===== src/hdl/risc16_cfg.svh =====
// Fixed sizes and instruction field positions of the RiSC-16 core
// Included by the package and by modules that slice instruction words
`ifndef RISC16_CFG_SVH
`define RISC16_CFG_SVH

// Data, address, PC and instruction width
`define RISC16_WORD_W      16

// Register file
`define RISC16_REG_ADDR_W  3
`define RISC16_NUM_REGS    8

// ----------------------------------------------------------------------
// Instruction word layout
// ----------------------------------------------------------------------
`define RISC16_OPCODE_W    3
`define RISC16_OPCODE_MSB  15
`define RISC16_RA_MSB      12
`define RISC16_RB_MSB      9
`define RISC16_RC_MSB      2

// Both immediates sit at bit 0
`define RISC16_SIMM_W      7
`define RISC16_LIMM_W      10

`endif


===== src/hdl/risc16_pkg.sv =====
// Shared types of the RiSC-16 pipeline
// Stage registers and forwarding sources are passed between modules as these structs
`include "risc16_cfg.svh"

package risc16_pkg;

    typedef logic [`RISC16_WORD_W-1:0]     word_t;
    typedef logic [`RISC16_REG_ADDR_W-1:0] reg_addr_t;

    // Opcodes 6 and 7 were control flow, now no-ops
    typedef enum logic [`RISC16_OPCODE_W-1:0] {
        OP_ADD   = 3'd0,
        OP_ADDI  = 3'd1,
        OP_NAND  = 3'd2,
        OP_LUI   = 3'd3,
        OP_SW    = 3'd4,
        OP_LW    = 3'd5,
        OP_RSVD6 = 3'd6,
        OP_RSVD7 = 3'd7
    } opcode_e;

    typedef enum logic {
        ALU_ADD  = 1'b0,
        ALU_NAND = 1'b1
    } alu_op_e;

    // ------------------------------------------------------------------
    // Pipeline registers
    // ------------------------------------------------------------------

    // Decode register, sources already chosen per opcode
    typedef struct packed {
        logic      valid;
        opcode_e   opcode;
        reg_addr_t tgt;
        reg_addr_t src1;
        reg_addr_t src2;
        word_t     imm;
    } decode_stage_t;

    // Execute register, also drives the data-memory port
    typedef struct packed {
        logic      valid;
        logic      is_load;
        logic      is_store;
        reg_addr_t tgt;
        word_t     alu_result;
        word_t     store_data;
    } exec_stage_t;

    // One result on its way to the register file
    typedef struct packed {
        logic      valid;
        reg_addr_t tgt;
        word_t     data;
    } result_fwd_t;

endpackage


===== src/hdl/risc16_fetch.sv =====
// Fetch stage: program counter and the fetch register
// The PC steps by one word per cycle and holds with the fetch register on a stall
module risc16_fetch (
    input  logic              i_clk,
    input  logic              i_rst_n,
    input  logic              i_stall,
    input  risc16_pkg::word_t i_inst,
    output risc16_pkg::word_t o_pc,
    output risc16_pkg::word_t o_inst,
    output logic              o_valid
);

    // PC and valid bit
    always_ff @(posedge i_clk or negedge i_rst_n) begin
        if (!i_rst_n) begin
            o_pc    <= '0;
            o_valid <= 1'b0;
        end else if (!i_stall) begin
            o_pc    <= o_pc + 1'b1;
            o_valid <= 1'b1;
        end
    end

    // Instruction word, qualified by o_valid
    always_ff @(posedge i_clk) begin
        if (!i_stall) begin
            o_inst <= i_inst;
        end
    end

endmodule


===== src/hdl/risc16_decode.sv =====
// Decode stage: field split, immediates, register indices and load-use check
// Read indices come from the decode register so the register file data
// lines up with the instruction in execute
`include "risc16_cfg.svh"

module risc16_decode (
    input  logic                      i_clk,
    input  logic                      i_rst_n,
    input  risc16_pkg::word_t         i_inst,
    input  logic                      i_valid,
    input  risc16_pkg::exec_stage_t   i_exec,
    output risc16_pkg::reg_addr_t     o_rd_src1,
    output risc16_pkg::reg_addr_t     o_rd_src2,
    output risc16_pkg::decode_stage_t o_dec,
    output logic                      o_load_stall
);

    risc16_pkg::opcode_e       opcode;
    risc16_pkg::reg_addr_t     reg_a;
    risc16_pkg::reg_addr_t     reg_b;
    risc16_pkg::reg_addr_t     reg_c;
    logic [`RISC16_SIMM_W-1:0] simm;
    logic [`RISC16_LIMM_W-1:0] limm;
    risc16_pkg::word_t         simm_ext;
    risc16_pkg::word_t         limm_ext;
    risc16_pkg::decode_stage_t dec_next;

    // ----------------------------------------------------------------------
    // Field split
    // ----------------------------------------------------------------------
    assign opcode = risc16_pkg::opcode_e'(i_inst[`RISC16_OPCODE_MSB -: `RISC16_OPCODE_W]);
    assign reg_a  = i_inst[`RISC16_RA_MSB -: `RISC16_REG_ADDR_W];
    assign reg_b  = i_inst[`RISC16_RB_MSB -: `RISC16_REG_ADDR_W];
    assign reg_c  = i_inst[`RISC16_RC_MSB -: `RISC16_REG_ADDR_W];
    assign simm   = i_inst[`RISC16_SIMM_W-1:0];
    assign limm   = i_inst[`RISC16_LIMM_W-1:0];

    // Sign-extend short form, long form goes to the top bits
    assign simm_ext = {{(`RISC16_WORD_W - `RISC16_SIMM_W){simm[`RISC16_SIMM_W-1]}}, simm};
    assign limm_ext = {limm, {(`RISC16_WORD_W - `RISC16_LIMM_W){1'b0}}};

    // Target and sources per opcode; anything else leaves an all-zero bubble
    always_comb begin
        dec_next = '0;
        if (i_valid) begin
            case (opcode)
                risc16_pkg::OP_ADD,
                risc16_pkg::OP_NAND: begin
                    dec_next.valid  = 1'b1;
                    dec_next.opcode = opcode;
                    dec_next.tgt    = reg_a;
                    dec_next.src1   = reg_b;
                    dec_next.src2   = reg_c;
                end
                risc16_pkg::OP_ADDI,
                risc16_pkg::OP_LW: begin
                    dec_next.valid  = 1'b1;
                    dec_next.opcode = opcode;
                    dec_next.tgt    = reg_a;
                    dec_next.src1   = reg_b;
                    dec_next.imm    = simm_ext;
                end
                risc16_pkg::OP_LUI: begin
                    dec_next.valid  = 1'b1;
                    dec_next.opcode = opcode;
                    dec_next.tgt    = reg_a;
                    dec_next.imm    = limm_ext;
                end
                // rA is the data to store, no target
                risc16_pkg::OP_SW: begin
                    dec_next.valid  = 1'b1;
                    dec_next.opcode = opcode;
                    dec_next.src1   = reg_b;
                    dec_next.src2   = reg_a;
                    dec_next.imm    = simm_ext;
                end
                default: begin
                    dec_next.valid = 1'b0;
                end
            endcase
        end
    end

    // ----------------------------------------------------------------------
    // Load-use hazard against the execute register
    // ----------------------------------------------------------------------
    assign o_load_stall = i_exec.valid && i_exec.is_load && (i_exec.tgt != '0) &&
                          ((i_exec.tgt == o_dec.src1) || (i_exec.tgt == o_dec.src2));

    always_ff @(posedge i_clk or negedge i_rst_n) begin
        if (!i_rst_n) begin
            o_dec <= '0;
        end else if (!o_load_stall) begin
            o_dec <= dec_next;
        end
    end

    assign o_rd_src1 = o_dec.src1;
    assign o_rd_src2 = o_dec.src2;

endmodule


===== src/hdl/risc16_regfile.sv =====
// Eight-entry register file, two asynchronous reads and one write
// r0 has no storage and always reads as zero
`include "risc16_cfg.svh"

module risc16_regfile (
    input  logic                    i_clk,
    input  logic                    i_rst_n,
    input  risc16_pkg::reg_addr_t   i_rd_src1,
    input  risc16_pkg::reg_addr_t   i_rd_src2,
    output risc16_pkg::word_t       o_rd_data1,
    output risc16_pkg::word_t       o_rd_data2,
    input  risc16_pkg::result_fwd_t i_wr
);

    risc16_pkg::word_t regs [1:`RISC16_NUM_REGS-1];

    always_ff @(posedge i_clk or negedge i_rst_n) begin
        if (!i_rst_n) begin
            for (int i = 1; i < `RISC16_NUM_REGS; i++) begin
                regs[i] <= '0;
            end
        end else if (i_wr.valid && (i_wr.tgt != '0)) begin
            regs[i_wr.tgt] <= i_wr.data;
        end
    end

    assign o_rd_data1 = (i_rd_src1 == '0) ? '0 : regs[i_rd_src1];
    assign o_rd_data2 = (i_rd_src2 == '0) ? '0 : regs[i_rd_src2];

endmodule


===== src/hdl/risc16_execute.sv =====
// Execute stage: operand forwarding, ALU and the execute register
// The execute register drives the data-memory port directly
module risc16_execute (
    input  logic                      i_clk,
    input  logic                      i_rst_n,
    input  logic                      i_stall,
    input  risc16_pkg::decode_stage_t i_dec,
    input  risc16_pkg::word_t         i_rd_data1,
    input  risc16_pkg::word_t         i_rd_data2,
    input  risc16_pkg::result_fwd_t   i_mem_fwd,
    input  risc16_pkg::result_fwd_t   i_wb_fwd,
    output risc16_pkg::exec_stage_t   o_exec,
    output risc16_pkg::word_t         o_mem_addr,
    output risc16_pkg::word_t         o_mem_wr_data,
    output logic                      o_mem_wr_en
);

    risc16_pkg::result_fwd_t exec_fwd;
    risc16_pkg::word_t       op1;
    risc16_pkg::word_t       op2;
    risc16_pkg::word_t       alu_a;
    risc16_pkg::word_t       alu_b;
    risc16_pkg::alu_op_e     alu_op;
    risc16_pkg::word_t       alu_result;
    risc16_pkg::exec_stage_t exec_next;

    // Only a live write to a real register can be forwarded
    function automatic logic fwd_hit(input risc16_pkg::reg_addr_t   src,
                                     input risc16_pkg::result_fwd_t fwd);
        return fwd.valid && (fwd.tgt != '0) && (fwd.tgt == src);
    endfunction

    // Youngest producer wins
    function automatic risc16_pkg::word_t fwd_select(input risc16_pkg::reg_addr_t   src,
                                                     input risc16_pkg::word_t       rf,
                                                     input risc16_pkg::result_fwd_t ex,
                                                     input risc16_pkg::result_fwd_t mem,
                                                     input risc16_pkg::result_fwd_t wb);
        if (fwd_hit(src, ex)) begin
            return ex.data;
        end else if (fwd_hit(src, mem)) begin
            return mem.data;
        end else if (fwd_hit(src, wb)) begin
            return wb.data;
        end
        return rf;
    endfunction

    // A load's ALU result is its address, not data
    assign exec_fwd.valid = o_exec.valid && !o_exec.is_load;
    assign exec_fwd.tgt   = o_exec.tgt;
    assign exec_fwd.data  = o_exec.alu_result;

    assign op1 = fwd_select(i_dec.src1, i_rd_data1, exec_fwd, i_mem_fwd, i_wb_fwd);
    assign op2 = fwd_select(i_dec.src2, i_rd_data2, exec_fwd, i_mem_fwd, i_wb_fwd);

    // ----------------------------------------------------------------------
    // ALU
    // ----------------------------------------------------------------------
    always_comb begin
        alu_op = risc16_pkg::ALU_ADD;
        alu_a  = op1;
        alu_b  = op2;
        case (i_dec.opcode)
            risc16_pkg::OP_NAND: alu_op = risc16_pkg::ALU_NAND;
            risc16_pkg::OP_ADDI,
            risc16_pkg::OP_LW,
            risc16_pkg::OP_SW:   alu_b  = i_dec.imm;
            risc16_pkg::OP_LUI: begin
                alu_a = '0;
                alu_b = i_dec.imm;
            end
            default: alu_op = risc16_pkg::ALU_ADD;
        endcase
    end

    assign alu_result = (alu_op == risc16_pkg::ALU_NAND) ? ~(alu_a & alu_b) : alu_a + alu_b;

    // ----------------------------------------------------------------------
    // Execute register, a bubble goes in while the load-use stall is up
    // ----------------------------------------------------------------------
    always_comb begin
        exec_next            = '0;
        exec_next.valid      = i_dec.valid;
        exec_next.is_load    = i_dec.valid && (i_dec.opcode == risc16_pkg::OP_LW);
        exec_next.is_store   = i_dec.valid && (i_dec.opcode == risc16_pkg::OP_SW);
        exec_next.tgt        = i_dec.tgt;
        exec_next.alu_result = alu_result;
        exec_next.store_data = op2;
        if (i_stall) begin
            exec_next = '0;
        end
    end

    always_ff @(posedge i_clk or negedge i_rst_n) begin
        if (!i_rst_n) begin
            o_exec <= '0;
        end else begin
            o_exec <= exec_next;
        end
    end

    assign o_mem_addr    = o_exec.alu_result;
    assign o_mem_wr_data = o_exec.store_data;
    assign o_mem_wr_en   = o_exec.valid && o_exec.is_store;

endmodule


===== src/hdl/risc16_mem_wb.sv =====
// Memory and writeback registers
// The memory register is the register file write request; both registers
// feed the forwarding muxes in execute
module risc16_mem_wb (
    input  logic                    i_clk,
    input  logic                    i_rst_n,
    input  risc16_pkg::exec_stage_t i_exec,
    input  risc16_pkg::word_t       i_mem_rd_data,
    output risc16_pkg::result_fwd_t o_mem_fwd,
    output risc16_pkg::result_fwd_t o_wb_fwd
);

    risc16_pkg::result_fwd_t mem_next;

    // Read data is valid while the load sits in the execute register
    always_comb begin
        mem_next.valid = i_exec.valid;
        mem_next.tgt   = i_exec.tgt;
        mem_next.data  = i_exec.is_load ? i_mem_rd_data : i_exec.alu_result;
    end

    // ----------------------------------------------------------------------
    // Memory register, then writeback register one cycle behind
    // ----------------------------------------------------------------------
    always_ff @(posedge i_clk or negedge i_rst_n) begin
        if (!i_rst_n) begin
            o_mem_fwd <= '0;
            o_wb_fwd  <= '0;
        end else begin
            o_mem_fwd <= mem_next;
            o_wb_fwd  <= o_mem_fwd;
        end
    end

endmodule


===== src/hdl/risc16_core.sv =====
// Five-stage RiSC-16 core without branches
// Instruction and data memories sit outside and are read combinationally
module risc16_core (
    input  logic              i_clk,
    input  logic              i_rst_n,
    input  risc16_pkg::word_t i_inst,
    input  risc16_pkg::word_t i_mem_rd_data,
    output risc16_pkg::word_t o_pc,
    output risc16_pkg::word_t o_mem_addr,
    output risc16_pkg::word_t o_mem_wr_data,
    output logic              o_mem_wr_en
);

    logic                      load_stall;
    risc16_pkg::word_t         fetch_inst;
    logic                      fetch_valid;
    risc16_pkg::reg_addr_t     rd_src1;
    risc16_pkg::reg_addr_t     rd_src2;
    risc16_pkg::word_t         rd_data1;
    risc16_pkg::word_t         rd_data2;
    risc16_pkg::decode_stage_t dec_reg;
    risc16_pkg::exec_stage_t   exec_reg;
    risc16_pkg::result_fwd_t   mem_fwd;
    risc16_pkg::result_fwd_t   wb_fwd;

    risc16_fetch u_fetch (
        .i_clk   (i_clk),
        .i_rst_n (i_rst_n),
        .i_stall (load_stall),
        .i_inst  (i_inst),
        .o_pc    (o_pc),
        .o_inst  (fetch_inst),
        .o_valid (fetch_valid)
    );

    risc16_decode u_decode (
        .i_clk        (i_clk),
        .i_rst_n      (i_rst_n),
        .i_inst       (fetch_inst),
        .i_valid      (fetch_valid),
        .i_exec       (exec_reg),
        .o_rd_src1    (rd_src1),
        .o_rd_src2    (rd_src2),
        .o_dec        (dec_reg),
        .o_load_stall (load_stall)
    );

    // Memory register result is the write request
    risc16_regfile u_regfile (
        .i_clk      (i_clk),
        .i_rst_n    (i_rst_n),
        .i_rd_src1  (rd_src1),
        .i_rd_src2  (rd_src2),
        .o_rd_data1 (rd_data1),
        .o_rd_data2 (rd_data2),
        .i_wr       (mem_fwd)
    );

    risc16_execute u_execute (
        .i_clk         (i_clk),
        .i_rst_n       (i_rst_n),
        .i_stall       (load_stall),
        .i_dec         (dec_reg),
        .i_rd_data1    (rd_data1),
        .i_rd_data2    (rd_data2),
        .i_mem_fwd     (mem_fwd),
        .i_wb_fwd      (wb_fwd),
        .o_exec        (exec_reg),
        .o_mem_addr    (o_mem_addr),
        .o_mem_wr_data (o_mem_wr_data),
        .o_mem_wr_en   (o_mem_wr_en)
    );

    risc16_mem_wb u_mem_wb (
        .i_clk         (i_clk),
        .i_rst_n       (i_rst_n),
        .i_exec        (exec_reg),
        .i_mem_rd_data (i_mem_rd_data),
        .o_mem_fwd     (mem_fwd),
        .o_wb_fwd      (wb_fwd)
    );

endmodule


===== config.mk =====
export PLATFORM = sky130hd
export DESIGN_NAME = risc16_core
export DESIGN_NICKNAME = d
export VERILOG_FILES = /design/src/hdl/risc16_pkg.sv /design/src/hdl/risc16_fetch.sv /design/src/hdl/risc16_decode.sv /design/src/hdl/risc16_regfile.sv /design/src/hdl/risc16_execute.sv /design/src/hdl/risc16_mem_wb.sv /design/src/hdl/risc16_core.sv
export VERILOG_INCLUDE_DIRS = /design/src /design/src/hdl
export SDC_FILE = /design/constraint.sdc
export NUM_CORES = 1
export LEC_CHECK = 0
export BUFFER_PORTS_ARGS = -buffer_cell sky130_fd_sc_hd__buf_2
export CORE_MARGIN = 4
export CORE_UTILIZATION = 50
export CTS_CLUSTER_DIAMETER = 80
export CTS_CLUSTER_SIZE = 24
export DETAILED_ROUTE_END_ITERATION = 8
export GPL_TIMING_DRIVEN = 0
export PLACE_DENSITY = 0.65
export SYNTH_ARGS = -nofsm -noshare
export SYNTH_HDL_FRONTEND = slang
export SYNTH_SLANG_ARGS = --single-unit

===== constraint.sdc =====
create_clock -name i_clk -period 5.34 [get_ports i_clk]
set_input_delay 1.068 -clock i_clk [delete_from_list [all_inputs] [get_ports i_clk]]
set_output_delay 1.068 -clock i_clk [all_outputs]
set_load 0.05 [all_outputs]

# --- Word level (Yosys, flattened, before mapping) ---
# Index checks and enable logic that the tools add are counted.
op_classes:
  bitwise: 5
  n_addsub: 2
  reduce_logical: 31
  mux: 38
  eq_ne: 16
  order_cmp: 4
ops:
  columns: ["operator", "n"]
  rows:
  - ["$mux W16", 19]
  - ["$bwmux W112", 1]
  - ["$bmux W16 S3", 2]
  - ["$demux W16 S3", 1]
  - ["$mux W38", 1]
  - ["$pmux W16 S2", 1]
  - ["$mux W29", 1]
  - ["$eq A3 B3 Y1", 6]
  - ["$logic_and A1 B1 Y1", 17]
  - ["$add A16 B1 Y16 const B", 1]
  - ["$add A16 B16 Y16", 1]
  - ["$and A16 B16 Y16", 1]
  - ["$not A16 Y16", 1]
  - ["$eq A3 B2 Y1 const B", 4]
  - ["$eq A3 B3 Y1 const B", 4]
  - ["$ge A4 B4 Y1 const B", 3]
  - ["$not A3 Y4", 3]
  - ["$reduce_or A5 Y1", 2]
  - ["$logic_not A3 Y1", 3]
  - ["$mux W3", 3]
  - ["$reduce_bool A3 Y1", 3]
  - ["$mux W1", 8]
  - ["$eq A3 B1 Y1 const B", 2]
  - ["$pmux W3 S2", 1]
  - ["7 further kinds", 7]
word_totals:
  in_bits: 34
  wordCells: 124
  regBits: 252

# --- Logic depth before layout (Yosys ltp) ---
logic_depth:
  depth_word: 12
  mapped_depth: 18
  ltp_nobuf: 15

# --- Cells and area by module ---
# A second synthesis with hierarchy kept.
unflattened:
  cells_unflattened: 1192
  area_unflattened_um2: 14161.1
modules_own_cells:
  columns: ["module", "instances", "cells_each", "area_per_inst_um2", "seq_area_each_um2"]
  rows:
  - ["risc16_regfile", 1, 458, 6256.0, 2802.7]
  - ["risc16_execute", 1, 450, 3819.9, 950.9]
  - ["risc16_decode", 1, 151, 1611.5, 725.7]
  - ["risc16_mem_wb", 1, 58, 1249.9, 1001.0]
  - ["risc16_fetch", 1, 75, 1223.7, 905.9]

# --- Worst setup path after synthesis ---
# OpenSTA, ideal clock, no wires.
synth_timing:
  path_kind: "register -> register"
  from: "reg u_decode.o_dec (netlist bit u_decode.o_rd_src2[2])"
  to: "reg u_execute.o_exec (netlist bit u_execute.o_mem_addr[12])"
  t_arrival_ns: 3.649
  stages_incl_launch_ff: 19
  n_path_buf: 3
  setup_slack_ns: 1.621
  setup_time_ns: 0.069
  required_ns: 5.271
  synth_period_minus_slack_ns: 3.719
  path_cell_list: "dfrtp_1 > buf_4 > xnor2_2 > o2111ai_2 > or2_1 > clkbuf_2 > buf_6 > a311oi_1 > a21oi_1 > a21oi_1 > ha_1 > inv_1 > fa_1 > nor2b_1 > o31a_1 > o21ai_1 > a211o_1 > a2111o_1 > nand3_1"
synth_rtl:
  columns: ["element", "line", "text"]
  rows:
  - ["from (decl)", "risc16_decode.sv:14", "output risc16_pkg::decode_stage_t o_dec,"]
  - ["from (signal assigned)", "risc16_decode.sv:94", "o_dec <= dec_next;"]
  - ["to (signal assigned)", "risc16_execute.sv:99", "o_exec <= exec_next;"]
  - ["to (decl)", "risc16_execute.sv:12", "output risc16_pkg::exec_stage_t o_exec,"]

==> run summary <==
Status = finished, final reports clean
IO Count = 83
Asr flop ratio synth = 0.937
Routed wire length = 37100 um
Kind of critical path = reg2reg
GR Util All Layers = 0.245
Fin crit share = 0.900
Fin nets = 1351
Ys Warns = 0
# H-tree levels = 1
Die ar. = 29800 um2
M3 GR Usage = 0.0271
Avg Inst Size Synth = 11.3 um2
Setup violators final = 0
Number of global-route vias before repair = 10254
Worst setup SP type = register
Worst-Margin Slew = 1.17 ns
Slew HR = 0.209
Hold EP = u_mem_wb.o_wb_fwd[17]$_DFF_PN0_
M1 GR Usage = 0.351
First-pass GRT wire length = 58300 um
Crit path top cell by count = a211oi_1
Power Total = 7.75 mW
Sink Count = 252
DP Area = 14400 um2
Port-buffer cells = 82
Iter 0 DRT Violations = 843
GRT overflow = 0
Max-Cap Viols = 0
Ant. Diodes = 0
Post-CTS Setup Bufs = 0
RR Startpoint = u_decode.o_rd_src2[1]$_DFFE_PN0N_
Initial antenna violation count = 1
GR Util met2 = 0.404
Via count = 9876
Crit path arrival time = 5.24 ns
Most area-hungry cell type in the Yosys netlist = dfrtp_1
Cell Pwr Density = 521 nW/um2
Register bit count reported by yosys = 252
Finished Layout Cells = 1647
CP peak stage delay = 0.73 ns
R2r setup slk = 0.53 ns
Initial Utilization = 0.506
Most Crowded Layer GR = met2
Cells after DPL = 1623
Skew final = 0.0318 ns
Peak VDD IR = 0.374 mV
Row count = 60
Core Area = 26800 um2
Count of different cell masters after synthesis = 73
TritonCTS clock tree = yes
Post-route ant nets = 0
Root buffer cell = clkbuf_16
CTS buffer count = 15
Max Freq = 0.208 GHz
Final Hold Violating Endpoints = 0
RSZ-0062 raised after global routing = no
Critical path's slowest cell = xor2_1
Synth Cell Area = 13600 um2
EDFF count, synth = 16
Req. time, crit path = 5.77 ns
Vias per cell = 6.00
Critical Path Sink Type = register
Hold Path Origin = u_mem_wb.o_mem_fwd[17]$_DFF_PN0_
Main flop type after synthesis = dfrtp_1
Layout cells sized above 1 = 0.298
Pin count of the biggest net entering global routing = 121
Hold crit path type = reg2reg
TritonRoute pass-1 iters = 7
Post-Layout Inst Area = 14900 um2
Crit path time final = 4.81 ns
Placer congestion estimate = 0.904
Sequential share of the synthesized area = 0.471
Latest clock arrival within the worst-skew pair = 0.52 ns
Worst r2r dst = u_execute.o_mem_addr[15]$_DFF_PN0_
Post-CTS Hold Buffers = 0
Pins Over Slew Limit = 0
Hold path cells = 0
Top cell type's share of synthesized area = 0.435
R2R depth = 14
Max Root-Sink Buffers = 3
Setup TNS = 0 ns
DRC viols = 0
Synthesized Nets = 1251
Leakage = 6.42 nW
Area Overhead vs Synth = 9.68%
Synth area leaders = dfrtp_1 (44%), mux2_2 (13%), mux4_2 (5.3%)
Crit-path max FO = 10
Resized cells post-CTS = 0
CP Cell Sequence = buf_4 > xor2_1 > or2_1 > clkbuf_2 > a311oi_1 > a21o_1 > mux2_2 > ha_1 > a211oi_1 > nor3_1 > o31ai_1 > a2bb2oi_1 > xnor2_1 > a211oi_1
Die Height = 173 um
Placed wire-length estimate = 26900 um
Avg WL per Cell = 22.5 um
Gate Count Post-Synth = 1199
CTS clk-pin slew, worst paths = 0.10 ns
Chip Width = 173 um
worst max-delay path by stage:
stage / startpoint / end / slack, ns / depth (start not counted)
floorplan: u_decode.o_rd_src2[2]$_DFFE_PN0N_ / u_execute.o_mem_addr[12]$_DFF_PN0_ / 1.62 / 18
global placement: i_rst_n / u_decode.o_dec[2]$_DFFE_PN0N_ / -1.06 / 1
detailed placement: u_decode.o_rd_src2[0]$_DFFE_PN0N_ / u_execute.o_mem_addr[15]$_DFF_PN0_ / 0.66 / 16
CTS: u_decode.o_rd_src2[0]$_DFFE_PN0N_ / u_execute.o_mem_addr[15]$_DFF_PN0_ / 0.67 / 16
global route: u_decode.o_rd_src2[0]$_DFFE_PN0N_ / u_execute.o_mem_addr[15]$_DFF_PN0_ / 0.28 / 16
finish: u_decode.o_rd_src2[1]$_DFFE_PN0N_ / u_execute.o_mem_addr[15]$_DFF_PN0_ / 0.53 / 14
state kept, by name (all words and copies together), names as in the netlist, 6 cells and up:
signal                   cells
u_mem_wb.o_wb_fwd           20
u_decode.o_dec              23
u_execute.o_mem_wr_data     16
u_fetch.o_inst              16
u_execute.o_exec             6
u_mem_wb.o_mem_fwd          20
u_regfile.regs             112
u_execute.o_mem_addr        16
u_fetch.o_pc                16
kinds of logic (layout without fill, tap and decap cells):
logic type | Yosys count | in the layout | share of synthesized area
flops | 252 | 252 | 0.471
buf+inv | 126 | 233 | 0.0536
xor+xnor | 35 | 35 | 0.0231
fa+ha+maj | 18 | 18 | 0.0171
simple gates | 303 | 303 | 0.111
compound gates | 253 | 253 | 0.124
mux | 212 | 212 | 0.201
cell usage after synthesis, drive strengths merged (24+ instances only):
library cell / number
o21ai: 75
clkbuf: 40
buf: 79
a21oi: 60
nand3: 34
nor2b: 26
mux4: 32
xnor2: 32
and2: 24
nand2: 93
nor3: 28
mux2: 162
dfrtp: 236
nor2: 57
cells in the final DEF (no fill, tap or decap), types with 15 or more instances in the layout:
| master | instances |
|---|---|
| a221oi_1 | 16 |
| a311oi_1 | 16 |
| clkbuf_16 | 15 |
| o21ai_0 | 70 |
| nor2_1 | 57 |
| clkbuf_1 | 41 |
| mux2_2 | 162 |
| nand2_1 | 93 |
| edfxtp_1 | 16 |
| buf_4 | 41 |
| and2_1 | 24 |
| nor3_1 | 26 |
| buf_2 | 108 |
| a22oi_1 | 17 |
| nand3_1 | 34 |
| mux2i_1 | 18 |
| a211o_1 | 18 |
| o31ai_1 | 15 |
| nor2b_1 | 26 |
| a21oi_1 | 60 |
| mux4_2 | 32 |
| ha_1 | 17 |
| dfrtp_1 | 236 |
| xnor2_1 | 31 |
metrics by stage:
step	utilization	setup slack [ns]	hold WS [ns]
after floorplan	-	1.62	0.349
after global placement	0.538	-1.06	0.353
after detailed placement	0.539	0.661	0.358
after CTS	0.555	0.674	0.379
after global routing	0.555	0.278	0.392
final	0.555	0.533	0.379
where the power goes:
group	internal, mW	total (mW)	switching (mW)
sequential	2.64	3.34	0.699
combinational	1.49	3.19	1.69
clock	0.537	1.22	0.687
total	4.67	7.75	3.08
critical path, delay by kind of cell (launching register included):
family / cells / cell delay, ns
AOI/OAI and AO/OA: 6 / 2.02
xor gates and xnor gates: 2 / 0.92
adders and majority gates: 1 / 0.32
buffers and inverters: 2 / 0.44
DFF: 1 / 0.38
muxes: 1 / 0.28
and+or+nand+nor: 2 / 0.38
per-layer routing:
metal	share of wire	up-vias	routed length, um
met3	0.046	54	1710
li1	-	4551	-
met5	0	-	0
met2	0.48	250	17700
met1	0.45	5021	16800
met4	0.022	0	830
cell type report:
class,instances,area [um2]
inverter,7,26.3
timing repair buffer,83,448
fill,2423,11900
multi-input combinational,821,6460
buffer,119,701
clock buffer,18,387
clock inverter,6,52.6
tap,341,427
sequential,252,6390
(Power assumes the default switching activity.)
